[config.mk]
export PLATFORM = sky130hd
export DESIGN_NAME = column_accumulator
export DESIGN_NICKNAME = d
export VERILOG_FILES = /design/src/source/sq_pkg.sv /design/src/source/column_accumulator.sv
export SDC_FILE = /design/constraint.sdc
export NUM_CORES = 1
export LEC_CHECK = 0
export BUFFER_PORTS_ARGS = -buffer_cell sky130_fd_sc_hd__buf_2
export CORE_ASPECT_RATIO = 0.7
export CORE_MARGIN = 10
export CORE_UTILIZATION = 38
export CTS_CLUSTER_SIZE = 40
export DETAILED_ROUTE_END_ITERATION = 10
export PLACE_DENSITY = 0.64
export SLEW_MARGIN = 15
export SYNTH_ARGS = -nofsm -noshare
export SYNTH_HDL_FRONTEND = slang
export SYNTH_SLANG_ARGS = --single-unit
[constraint.sdc]
create_clock -name clk -period 8.4 [get_ports clk]
set_clock_uncertainty 0.1 [all_clocks]
set_input_delay 1.68 -clock clk [delete_from_list [all_inputs] [get_ports clk]]
set_output_delay 1.68 -clock clk [all_outputs]
set_load 0.05 [all_outputs]
[src/source/sq_pkg.sv]
/*
   Shared sizes, types and enums of the iterated modular squarer
   Operands are 9 limbs of 17 bits on a 16-bit word grid
*/
package sq_pkg;

   // Limb geometry
   localparam int WORD_LEN           = 16;
   localparam int BIT_LEN            = 17;
   localparam int NONREDUNDANT_LIMBS = 8;
   localparam int REDUNDANT_LIMBS    = 1;
   localparam int NUM_LIMBS          = NONREDUNDANT_LIMBS + REDUNDANT_LIMBS;

   // Two segments where the high one carries the redundant limb
   localparam int SEG_LOW_LIMBS      = 4;
   localparam int SEG_HIGH_LIMBS     = 5;

   // Full square spans 18 columns and those from 8 upward are folded back
   localparam int NUM_COLUMNS        = 18;
   localparam int FOLD_COLUMNS       = 10;
   localparam int LOOKUP_WIDTH       = 8;
   localparam int COL_LEN            = 24;
   localparam int ITER_WIDTH         = 8;

   typedef logic [BIT_LEN-1:0]    limb_t;
   typedef logic [WORD_LEN-1:0]   word_t;
   typedef logic [COL_LEN-1:0]    column_t;
   typedef logic [ITER_WIDTH-1:0] iter_count_t;

   typedef enum logic [2:0] {
      IDLE,
      MUL_LOW,
      MUL_HIGH,
      ACCUMULATE,
      LOOKUP,
      FOLD
   } seq_state_t;

   // Segment pairs a multiplier can be asked for
   typedef enum logic [1:0] {
      PAIR_AA,
      PAIR_AB,
      PAIR_BB,
      PAIR_NONE
   } mul_pair_t;

endpackage

[src/source/column_accumulator.sv]
/*
   Column accumulator
   Places AA, doubled AB and BB on the column grid, sums each column
   and registers them after one step of partial carry reduction
*/
module column_accumulator (
   input  logic            clk,
   input  sq_pkg::column_t product0 [2*sq_pkg::SEG_HIGH_LIMBS],
   input  sq_pkg::column_t product1 [2*sq_pkg::SEG_HIGH_LIMBS],
   input  logic            ab_capture,
   input  logic            bb_capture,
   output sq_pkg::limb_t   low_columns  [sq_pkg::NONREDUNDANT_LIMBS],
   output sq_pkg::limb_t   fold_columns [sq_pkg::FOLD_COLUMNS]
);
   import sq_pkg::*;

   localparam int PROD_COLS = 2 * SEG_HIGH_LIMBS;
   localparam int AB_OFFSET = SEG_LOW_LIMBS;
   localparam int BB_OFFSET = 2 * SEG_LOW_LIMBS;

   column_t aa_hold [PROD_COLS];
   column_t ab_hold [PROD_COLS];
   column_t grid_sum [NUM_COLUMNS];
   limb_t   reduced [NUM_COLUMNS];

   // AA and AB wait here one cycle for BB
   always_ff @(posedge clk) begin
      if (ab_capture) begin
         aa_hold <= product0;
         ab_hold <= product1;
      end
   end

   always_comb begin
      grid_sum = '{default: '0};
      for (int k = 0; k < PROD_COLS; k++) begin
         grid_sum[k]             += aa_hold[k];
         // Cross product counts twice
         grid_sum[k + AB_OFFSET] += {ab_hold[k][COL_LEN-2:0], 1'b0};
         grid_sum[k + BB_OFFSET] += product0[k];
      end
   end

   // Each column keeps its low word plus the carry bits of its neighbour
   always_comb begin
      reduced[0] = limb_t'(grid_sum[0][WORD_LEN-1:0]);
      for (int c = 1; c < NUM_COLUMNS - 1; c++) begin
         reduced[c] = limb_t'(grid_sum[c][WORD_LEN-1:0]) +
                      limb_t'(grid_sum[c-1][COL_LEN-1:WORD_LEN]);
      end
      reduced[NUM_COLUMNS-1] = grid_sum[NUM_COLUMNS-1][BIT_LEN-1:0] +
                               limb_t'(grid_sum[NUM_COLUMNS-2][COL_LEN-1:WORD_LEN]);
   end

   always_ff @(posedge clk) begin
      if (bb_capture) begin
         for (int c = 0; c < NONREDUNDANT_LIMBS; c++) begin
            low_columns[c] <= reduced[c];
         end
         for (int c = 0; c < FOLD_COLUMNS; c++) begin
            fold_columns[c] <= reduced[NONREDUNDANT_LIMBS + c];
         end
      end
   end

endmodule

==> results.cfg <==
[placed_design]
portBuffers = 777
dpl.hpwl_microns = 100000
place.gp.congestion = 0.898

[clock_network]
clockBufferDepth = 3
htreeDepth = 3
cts_sinks = 775
cts.reportedPaths.clkPinSlew_ps = 60
clock_latency_ps = 670
cts_hold_buf = 0
tritoncts = built
numCtsBuffers = 82
cts_resized = 0
postCtsSetupRepairBufs = 0
root_buffer = clkbuf_16

[logic_synthesis]
syn_area_per_cell_sq_um = 12.7
synth_edf_count = 775
syn-instance-count = 3291
ys.warnings.count = 0
synth-seq-cells = 775
async_flop_share = 0
synth_top_area_share = 0.555
synthFlopType = edfxtp_1
synth_largest_area_cell = edfxtp_1
yosysSeqAreaShare = 0.555
syn_area_sq_um = 42000
syn-num-nets = 4203
yosysUniqueCellTypes = 81
netlist_top_cells_area = edfxtp_1 (55%), ha_1 (11%), xnor2_1 (5.9%)

[floorplan]
floorplan.initialDensity = 0.385
core-area_sq_um = 109000
die_area_sq_um = 124000
die_h_microns = 298
ios = 789
fp.dieW_microns = 417
rows = 101

[route]
wirelength_microns = 125000
viasPerCell = 5.13
drc = 0
postRouteAntennaNets = 0
vias = 29193
drtIter0Drc = 2409
dr.pass1.iters = 6
wl_per_cell_microns = 21.9

[hold_path]
min-delay-start = aa_hold[219]
holdPathStages = 0
whs_endpoint = low_columns[122]
hold_class = reg2reg

[final_layout]
fillers = 9987
finalNetCount = 5060
layout-drive-gt1-share = 0.222
syn_to_final_growth_pct = 20.0

[timing]
relSlewSlack = 0.355
fin_tns_setup_ps = 0
worst_slew_pin_slew_ps = 968
timing.final.max_slew_violations = 0
fmax_mhz = 149
grt_setup_unrepaired = no
finalSetupViolCount = 0
holdWs_ps = 318
period_share = 0.800
hold_viol_final = 0
layout_min_cycle_time_ps = 6720

[worst_setup_path]
worstPathArrival_ps = 7030
r2r_slack_ps = 2450
required_ps = 8700
crit_path_start_kind = input pin
cp-end-kind = register
reg2reg_from = aa_hold[25]
r2r_end = fold_columns[151]
crit_fanout = 3
reg2reg_depth = 22
worstSetupPathType = in2reg

[pwr]
cellPowerDensity_nw_per_um2 = 290
irDropWorstVdd_mv = 0.179
leakagePower_nw = 20.7

[grt]
gr-total-overflow = 0
grt_start_max_net_pins = 138
grt_pass1_vias = 28596
grt_usage = 0.193
grt_pass1_wl_microns = 182000
antenna_found_initial = 58

[run_status]
status = complete, no violations

[job]
cap_viol_max_count = 0
[cell type report]
type | count | area [sq um] | share of cell area
Antenna cell | 42 | 105 | 0.00209
Multi-Input combinational cell | 2304 | 17900 | 0.355
Clock inverter | 47 | 357 | 0.00708
Inverter | 201 | 754 | 0.0150
Tap cell | 1442 | 1800 | 0.0358
Sequential cell | 775 | 23300 | 0.462
Timing Repair Buffer | 784 | 4000 | 0.0794
Clock buffer | 101 | 2170 | 0.0430
[registers in the layout (all words and copies together), names as in the netlist]
register and cells:
low_columns 135, ab_hold 230, fold_columns 170, aa_hold 240
[worst max-delay path: stages]
cell       delay, ps
buf_2            120
fa_1             530
ha_1             180
inv_1             60
fa_1             420
nor2b_1          180
o31a_1           210
o221a_2          270
o32ai_1          160
o31a_1           360
a211oi_1         450
o21a_1           230
nor2_1            60
xnor2_1          130
ha_1             340
inv_1             50
o21bai_1         140
a21oi_1          130
o21ai_0          190
o2111ai_1        300
nor4_1           500
nand4_1          190
xnor2_1          150
[synth_stat cells, drive strengths merged (20+ instances only)]
cell type  count
nand3         58
nor3          69
xor2         110
fa            71
xnor2        283
or3           27
nand2        155
nor2b         50
edfxtp       775
ha           358
a21oi        202
a21boi        39
o21bai        41
and3          38
nand2b        27
inv          201
nand4         20
o21ai        173
a21o          78
nor2         210
o21a          48
[how the worst max path moves through the flow]
stage / from / to
detailed placement: product0[217] / fold_columns[150]
finish: product0[217] / fold_columns[151]
global route: product0[217] / fold_columns[150]
floorplan: product0[217] / fold_columns[150]
CTS: product0[217] / fold_columns[150]
global placement: product0[217] / fold_columns[150]
[power breakdown]
part	leakage, nW	switching, mW	internal [mW]
clock	1.23	1.57	1.94
sequential	7.59	0.223	5.10
combinational	11.9	3.88	1.91
[stage by stage]
step,setup slack (ps),total power [mW],instances,util,area [sq um]
2_1_floorplan,2070,9.56,3291,-,42000
3_3_place_gp,1090,11.1,5506,0.437,47700
3_5_place_dp,1100,11.2,5506,0.437,47700
4_1_cts,1810,14.7,5654,0.461,50200
5_1_grt,1370,15.4,5680,0.461,50300
6_report,1680,14.6,5696,0.462,50300
[cell families after synthesis]
kind of cell | after synthesis | share of synthesized area
muxes | 6 | 0.00143
AOI/OAI and AO/OA | 749 | 0.117
xor gates and xnor gates | 393 | 0.0820
DFF | 775 | 0.555
buffers and inverters | 212 | 0.0191
adders and majority gates | 429 | 0.141
other | 1 | 0.0000894
and+or+nand+nor | 726 | 0.0848
[per-layer routing]
metal	up-vias	GRT usage	wire length, microns
li1	14072	-	-
met2	884	0.322	60800
met4	2	0.0875	5250
met5	-	0	11
met3	230	0.0285	6270
met1	14005	0.246	52300
[cells in the final DEF (no fill, tap or decap), types with 14 or more instances in the layout]
cell	n
clkbuf_1	17
buf_2	775
inv_1	201
nand2_1	155
nand2b_1	27
or3_1	27
ha_1	358
a21o_1	78
xnor2_1	283
nand4_1	20
nand3_1	58
xor2_1	110
nor3_1	68
clkinv_2	14
o21bai_1	41
clkinv_1	19
a21oi_1	200
clkbuf_16	84
nor2b_1	50
a21boi_0	37
o21a_1	47
fa_1	71
o21ai_0	163
a211oi_1	14
a31oi_1	16
nor2_1	210
diode_2	42
o211ai_1	17
and3_1	38
edfxtp_1	775
Note: power is estimated with default switching activity, not from simulation.
