--- src/source/sq_pkg.sv ---
/*
   Shared sizes, types and enums of the iterated modular squarer
   Operands are 9 limbs of 17 bits on a 16-bit word grid
*/
package sq_pkg;

   // Limb geometry
   localparam int WORD_LEN           = 16;
   localparam int BIT_LEN            = 17;
   localparam int NONREDUNDANT_LIMBS = 8;
   localparam int REDUNDANT_LIMBS    = 1;
   localparam int NUM_LIMBS          = NONREDUNDANT_LIMBS + REDUNDANT_LIMBS;

   // Two segments where the high one carries the redundant limb
   localparam int SEG_LOW_LIMBS      = 4;
   localparam int SEG_HIGH_LIMBS     = 5;

   // Full square spans 18 columns and those from 8 upward are folded back
   localparam int NUM_COLUMNS        = 18;
   localparam int FOLD_COLUMNS       = 10;
   localparam int LOOKUP_WIDTH       = 8;
   localparam int COL_LEN            = 24;
   localparam int ITER_WIDTH         = 8;

   typedef logic [BIT_LEN-1:0]    limb_t;
   typedef logic [WORD_LEN-1:0]   word_t;
   typedef logic [COL_LEN-1:0]    column_t;
   typedef logic [ITER_WIDTH-1:0] iter_count_t;

   typedef enum logic [2:0] {
      IDLE,
      MUL_LOW,
      MUL_HIGH,
      ACCUMULATE,
      LOOKUP,
      FOLD
   } seq_state_t;

   // Segment pairs a multiplier can be asked for
   typedef enum logic [1:0] {
      PAIR_AA,
      PAIR_AB,
      PAIR_BB,
      PAIR_NONE
   } mul_pair_t;

endpackage

--- src/source/square_sequencer.sv ---
/*
   Square sequencer
   Runs each iteration through five cycles, issues multiplier pairs
   and pipeline strobes, and reports valid and busy
*/
module square_sequencer (
   input  logic                clk,
   input  logic                reset,
   input  logic                start,
   input  sq_pkg::iter_count_t iterations,
   output sq_pkg::mul_pair_t   mul0_pair,
   output sq_pkg::mul_pair_t   mul1_pair,
   output logic                ab_capture,
   output logic                bb_capture,
   output logic                lut_read,
   output logic                fold_load,
   output logic                loop_select,
   output logic                valid,
   output logic                busy
);
   import sq_pkg::*;

   seq_state_t  state;
   iter_count_t remaining;
   logic        accept;

   // Busy stays high through the valid cycle, so start is only seen in IDLE
   assign accept = start && !busy;

   always_ff @(posedge clk) begin
      if (reset) begin
         state       <= IDLE;
         remaining   <= '0;
         loop_select <= 1'b0;
         valid       <= 1'b0;
         busy        <= 1'b0;
      end else begin
         valid <= 1'b0;
         if (accept) begin
            busy <= 1'b1;
         end else if (valid) begin
            busy <= 1'b0;
         end

         case (state)
            IDLE: begin
               if (accept) begin
                  state       <= MUL_LOW;
                  remaining   <= iterations;
                  loop_select <= 1'b0;
               end
            end
            MUL_LOW:    state <= MUL_HIGH;
            MUL_HIGH:   state <= ACCUMULATE;
            ACCUMULATE: state <= LOOKUP;
            LOOKUP:     state <= FOLD;
            FOLD: begin
               // Later iterations square the previous result
               remaining   <= remaining - iter_count_t'(1);
               loop_select <= 1'b1;
               if (remaining == iter_count_t'(1)) begin
                  valid <= 1'b1;
                  state <= IDLE;
               end else begin
                  state <= MUL_LOW;
               end
            end
            default:    state <= IDLE;
         endcase
      end
   end

   // AA and AB go out together, BB follows on multiplier 0
   assign mul0_pair  = (state == MUL_LOW)  ? PAIR_AA :
                       (state == MUL_HIGH) ? PAIR_BB : PAIR_NONE;
   assign mul1_pair  = (state == MUL_LOW)  ? PAIR_AB : PAIR_NONE;
   assign ab_capture = (state == MUL_HIGH);
   assign bb_capture = (state == ACCUMULATE);
   assign lut_read   = (state == LOOKUP);
   assign fold_load  = (state == FOLD);

endmodule

--- config.mk ---
export PLATFORM = sky130hd
export DESIGN_NAME = square_sequencer
export DESIGN_NICKNAME = d
export VERILOG_FILES = /design/src/source/sq_pkg.sv /design/src/source/square_sequencer.sv
export SDC_FILE = /design/constraint.sdc
export NUM_CORES = 1
export LEC_CHECK = 0
export BUFFER_PORTS_ARGS = -buffer_cell sky130_fd_sc_hd__buf_2
export CAP_MARGIN = 20
export CORE_AREA = 4 4 45 47
export DETAILED_ROUTE_END_ITERATION = 8
export DIE_AREA = 0 0 49 51
export PLACE_DENSITY = 0.75
export SLEW_MARGIN = 20
export SYNTH_ARGS = -nofsm -noshare
export SYNTH_HDL_FRONTEND = slang
export SYNTH_SLANG_ARGS = --single-unit
--- constraint.sdc ---
create_clock -name clk -period 2 [get_ports clk]
set_clock_uncertainty 0.2 [all_clocks]
set_input_delay 0.3 -clock clk [delete_from_list [all_inputs] [get_ports clk]]
set_output_delay 0.3 -clock clk [all_outputs]
set_load 0.05 [all_outputs]
==> results.cfg, run 1 <==
[die]
die-height_microns = 51
die_outline_width_microns = 49
die_area_sq_um = 2500
i_o_pin_total = 22
fp-row-count = 15
placeableCoreArea_sq_um = 1650
floorplan.initialDensity = 0.483

[pwr]
sw_frac_of_total = 0.368
pwr-share-comb = 0.296
worst_ir_drop_vdd_mv = 0.413
p_switching_mw = 0.263
post-layout-total-power_mw = 0.714
internal-power_mw = 0.451
p_per_area_nw_per_um2 = 803
p_seq_frac = 0.484
clock_power_share = 0.220
p_leak_nw = 0.407

[synthesis]
synth-edff-count = 0
syn-mean-instance-area_sq_um = 9.27
synth_warnings = 0
synth_seq_cells = 14
synthesis.instances = 86
async_reset_ff_frac = 0
mappedNetlistNets = 99
synth-main-ff-cell = sky130_fd_sc_hd__dfxtp_1
synth.cell_area_sq_um = 797
synth_cell_types = 37
ys_seq_area_frac = 0.352

[critical_path]
timing.critical_path.from_type = flop
crit_path_class = flop to output port
cpPeakStageDelay_ps = 490
crit_chain = nor3b_1 > inv_1 > buf_2
critical_path_endpoint_category = output port
arrival_ps = 1350
crit_fanout = 10
cp_slowest_cell = sky130_fd_sc_hd__dfxtp_2
worst-endpoint-required_ps = 1500

[drt]
dr_total_vias = 680
detail_route.first_pass.iterations = 4
totalWireLength_microns = 1580
vias_per_cell = 5.67
remaining_drc_errors = 0
antenna_violating_nets_post_route = 0
routedWlPerCell_microns = 13.2
drt_iter0_drc = 7

[clock_network]
post_cts_buffers = 0
cts_resized = 2
cts-htree-levels = 1
clk_transition_reported_paths_ps = 80
cts_tree = yes
cts-buffers-inserted = 3
deepest_clock_path_buffer_count = 2
cts.hold.buffers_added = 0
cts_root_buf = sky130_fd_sc_hd__clkbuf_4
cts_num_sinks = 14
clock_insertion_delay_worst_skew_ps = 280

[flow_run]
max_cap_viol = 0

[placed_design]
place.port_buffers = 20
setup_slack_placement_ps = 146
placement.cell_area_sq_um = 863
final_hpwl_dp_microns = 1200
gp_congestion = 0.749

[global_routing]
grt_pass1_vias = 566
grt_max_degree = 15
grt_pass1_wl_microns = 2580
antenna_found_initial = 0
grt-ovfl-total = 0
global_route.usage.total = 0.135

[sta]
post_route_clock_period_utilization = 0.925
slew_violations = 0
finalHoldViolations = 0
final_critical_path_setup_slack_ps = 149
setup_viol_count_final = 0
final.min_clock_period_ps = 1850
grt_setup_unrepaired = false
max-slew-margin-rel = 0.649
totalNegativeSetupSlack_ps = 0
maximum_frequency_from_static_timing_analysis_mhz = 540
transition_time_at_the_pin_with_the_least_slew_margin_ps = 522

[layout]
post_route_cells_drive_above_1_share = 0.350
final_core_utilization = 0.539
num_antenna_cells = 0
synthToLayoutAreaGrowth_pct = 11.6
nNetsFinal = 118
postLayoutCellArea_sq_um = 890

[status]
result_of_the_run = complete, no violations

[min_path]
worstHoldPathType = primary input to flop
registers in the layout (all words and copies together) (netlist names):
signal       count
state            3
busy             1
valid            1
remaining        8
loop_select      1
layout by cell type, fill, tap and decap left out, types with 3 or more instances in the layout:
| cell type | n |
|---|---|
| sky130_fd_sc_hd__a21oi_1 | 9 |
| sky130_fd_sc_hd__buf_2 | 20 |
| sky130_fd_sc_hd__clkbuf_4 | 3 |
| sky130_fd_sc_hd__dfxtp_1 | 11 |
| sky130_fd_sc_hd__dfxtp_2 | 3 |
| sky130_fd_sc_hd__inv_1 | 5 |
| sky130_fd_sc_hd__nand3_1 | 5 |
| sky130_fd_sc_hd__nor2_1 | 8 |
| sky130_fd_sc_hd__nor4_1 | 3 |
per-layer routing:
metal,vias to the layer above,track usage,wire length [microns]
li1,344,-,-
met1,314,0.159,685
met2,18,0.211,790
met3,4,0.0525,83
met4,0,0.0673,24
met5,-,0,0
cell type report:
class                           count  area [sq um]
Tap cell                           17          21.3
Inverter                            5          18.8
Multi-Input combinational cell     60           435
Sequential cell                    14           284
Fill cell                         164           762
Clock buffer                        3          22.5
Timing Repair Buffer               21           108
final timing paths:
check / slack, ps / depth (start not counted) / start / endpoint
max: 150 / 3 / state[0] / mul0_pair[1]
min: 80 / 3 / iterations[1] / remaining[1]
max reg2reg: 210 / 4 / busy / remaining[4]
min reg2reg: 280 / 2 / busy / busy
stage by stage:
step,instances,hold slack [ps]
after detailed placement,117,273
after global routing,120,92.5
after CTS,120,70.3
after global placement,117,266
after floorplan,86,176
final,120,79.0
cells by family after synthesis:
family          synth area share
xor+xnor                  0.0110
simple gates               0.312
compound gates             0.174
flops                      0.352
buf+inv                    0.115
fa+ha+maj                 0.0314
other cells              0.00471
worst max-delay path: cells and delay by family (launching register included):
family / cells / cell delay, ps
flops: 1 / 490
simple gates: 1 / 280
buf+inv: 2 / 300
cell usage after synthesis (2+ instances only):
cell type                  count  area (sq um)
sky130_fd_sc_hd__dfxtp_1      14           280
sky130_fd_sc_hd__a21oi_1       9          45.0
sky130_fd_sc_hd__nor2_1        8          30.0
sky130_fd_sc_hd__inv_1         5          18.8
sky130_fd_sc_hd__nand3_1       5          25.0
sky130_fd_sc_hd__nor3b_1       4          30.0
sky130_fd_sc_hd__buf_4         3          22.5
sky130_fd_sc_hd__nor4_1        3          18.8
sky130_fd_sc_hd__a22oi_1       2          15.0
sky130_fd_sc_hd__clkbuf_8      2          27.5
sky130_fd_sc_hd__ha_1          2          25.0
sky130_fd_sc_hd__nand2_1       2          7.51
sky130_fd_sc_hd__nor3_1        2          10.0
sky130_fd_sc_hd__or3_1         2          12.5
power groups by stage:
stage / logic, mW / clock network (mW) / registers [mW]
2_1_floorplan: 0.204 / 0 / 0.331
3_3_place_gp: 0.208 / 0 / 0.348
3_5_place_dp: 0.213 / 0 / 0.350
4_1_cts: 0.213 / 0.165 / 0.344
5_1_grt: 0.227 / 0.170 / 0.351
6_report: 0.211 / 0.157 / 0.346
(Power assumes the default switching activity.)
==> run 2, diff against run 1 <==
SETUP_SLACK_MARGIN = 0.5   (was unset)
==> run 2 against run 1 <==
Non-clock buffer count grew 20. Cell count grew 18%. Setup slack gained 120 ps. Sequential cell count is the same. Global-route usage grew 2.0 points. Critical path type unchanged. Critical endpoint is now mul0_pair[0].
==> results.cfg, run 2 (synthesized netlist as in run 1, its figures left out) <==
[layout]
nNetsFinal = 138
final_common_cell = sky130_fd_sc_hd__buf_4
registers.top_by_ff_count = remaining
num_antenna_cells = 0
largest_registers = remaining: 8 flops, state: 3 flops
final_core_utilization = 0.770
instances_no_fill = 141
layout_common_cells = sky130_fd_sc_hd__buf_4 (16), sky130_fd_sc_hd__buf_2 (12), sky130_fd_sc_hd__buf_6 (10)
post_route_cells_drive_above_1_share = 0.661
postLayoutCellArea_sq_um = 1270
synthToLayoutAreaGrowth_pct = 59.5
largest_register_ffs = 8

[critical_path]
crit_chain = buf_6 > nor3b_4 > nor2_4 > buf_6
worst-endpoint-required_ps = 1500
critical_path_endpoint_category = output port
worstSetupStartpoint = state[0]
cp_num_buf_inv = 2
crit_path_class = flop to output port
crit_path_max_delay_family = flip-flops
cpPeakStageDelay_ps = 370
arrival_ps = 1230
crit_fanout = 4
timing.critical_path.from_type = flop
crit_path_frequent_cell = sky130_fd_sc_hd__buf_6
regToRegStartpoint = remaining[3]
cp_slowest_cell = sky130_fd_sc_hd__dfxtp_4

[sta]
maximum_frequency_from_static_timing_analysis_mhz = 578
finalHoldViolations = 0
totalNegativeSetupSlack_ps = 0
setup_viol_count_final = 0
slew_violations = 0
final.min_clock_period_ps = 1730
grt_setup_unrepaired = true
final_critical_path_setup_slack_ps = 270
post_route_clock_period_utilization = 0.865

[die]
die-height_microns = 51
die_outline_width_microns = 49
die_area_sq_um = 2500
fp-row-count = 15
i_o_pin_total = 22
floorplan.initialDensity = 0.483
placeableCoreArea_sq_um = 1650

[flow_run]
max_cap_viol = 0

[placed_design]
place.port_buffers = 20
final_hpwl_dp_microns = 1150
gp_congestion = 0.822
placement.cell_area_sq_um = 911
numPlacedInstances = 118
setup_slack_placement_ps = 147

[clock_network]
cts-buffers-inserted = 3
cts-htree-levels = 1
cts.hold.buffers_added = 0
cts_num_sinks = 14
cts_tree = yes
clk_transition_reported_paths_ps = 100
cts_root_buf = sky130_fd_sc_hd__clkbuf_4
deepest_clock_path_buffer_count = 2
clock_insertion_delay_worst_skew_ps = 290

[drt]
detail_route.first_pass.iterations = 4
antenna_violating_nets_post_route = 0
routedWlPerCell_microns = 15.8
vias_per_cell = 5.80
remaining_drc_errors = 0
totalWireLength_microns = 2230
dr_total_vias = 818
drt_iter0_drc = 18

[min_path]
worstHoldPathType = primary input to flop
hold_path_startpoint = iterations[1]

[global_routing]
grt-ovfl-total = 0
global_route.usage.total = 0.155
use_met3 = 0.0175
grt-busiest-layer = met2
antenna_found_initial = 0
grt_max_degree = 15
grt_pass1_vias = 725
grt_pass1_wl_microns = 3070
gr-usage-met2 = 0.276
groute.layer.met1.usage = 0.191

[pwr]
p_leak_nw = 0.558
p_per_area_nw_per_um2 = 734
worst_ir_drop_vdd_mv = 0.448

[status]
result_of_the_run = complete, no violations
==> run 2: changes by cell type in the layout (fill, tap and decap cells not counted), sizes merged <==
cell    change
buf        +19
clkbuf      +2
==> run 2: final timing paths <==
check	endpoint	slack, ps	cells past startpoint
setup / recovery	mul0_pair[0]	270	4
hold / removal	remaining[1]	50	3
setup reg to reg	remaining[5]	290	4
hold reg to reg	remaining[1]	310	2
==> run 2: routing by layer <==
layer	share of wire	vias to the layer above
met5	0	-
met4	0.014	0
met3	0.048	5
met2	0.54	32
met1	0.40	397
li1	-	384
==> run 2: power breakdown <==
| part | total, mW | internal [mW] | switching, mW | leakage (nW) |
|---|---|---|---|---|
| Combinational | 0.372 | 0.177 | 0.195 | 0.418 |
| Sequential | 0.342 | 0.305 | 0.0375 | 0.120 |
| Clock | 0.219 | 0.111 | 0.108 | 0.0210 |
==> run 2: through the flow <==
step | hold WS, ps | power, mW
floorplan | 176 | 0.560
global placement | 267 | 0.585
detailed placement | 282 | 0.590
CTS | 55.0 | 0.868
global route | 81.4 | 0.963
finish | 49.1 | 0.933
==> run 2: what timing repair did <==
item / 4_1_cts / 5_1_grt
setup buffers: 10 / 9
endpoints found under the setup margin: 18 / 19
pin swaps: 11 / 12
resized for setup: 39 / 16
==> run 2: tightest hold or removal path, stage by stage <==
cell	delay, ps
sky130_fd_sc_hd__buf_2	100
sky130_fd_sc_hd__nand2_2	50
sky130_fd_sc_hd__a31oi_1	60
==> run 2: area by class of cell <==
class	count	area (sq um)
inverters	5	23.8
well taps	17	21.3
repair buffers	41	330
flip-flops and latches	14	305
multi-input cells	60	554
clock buffers	4	36.3
fillers	115	380
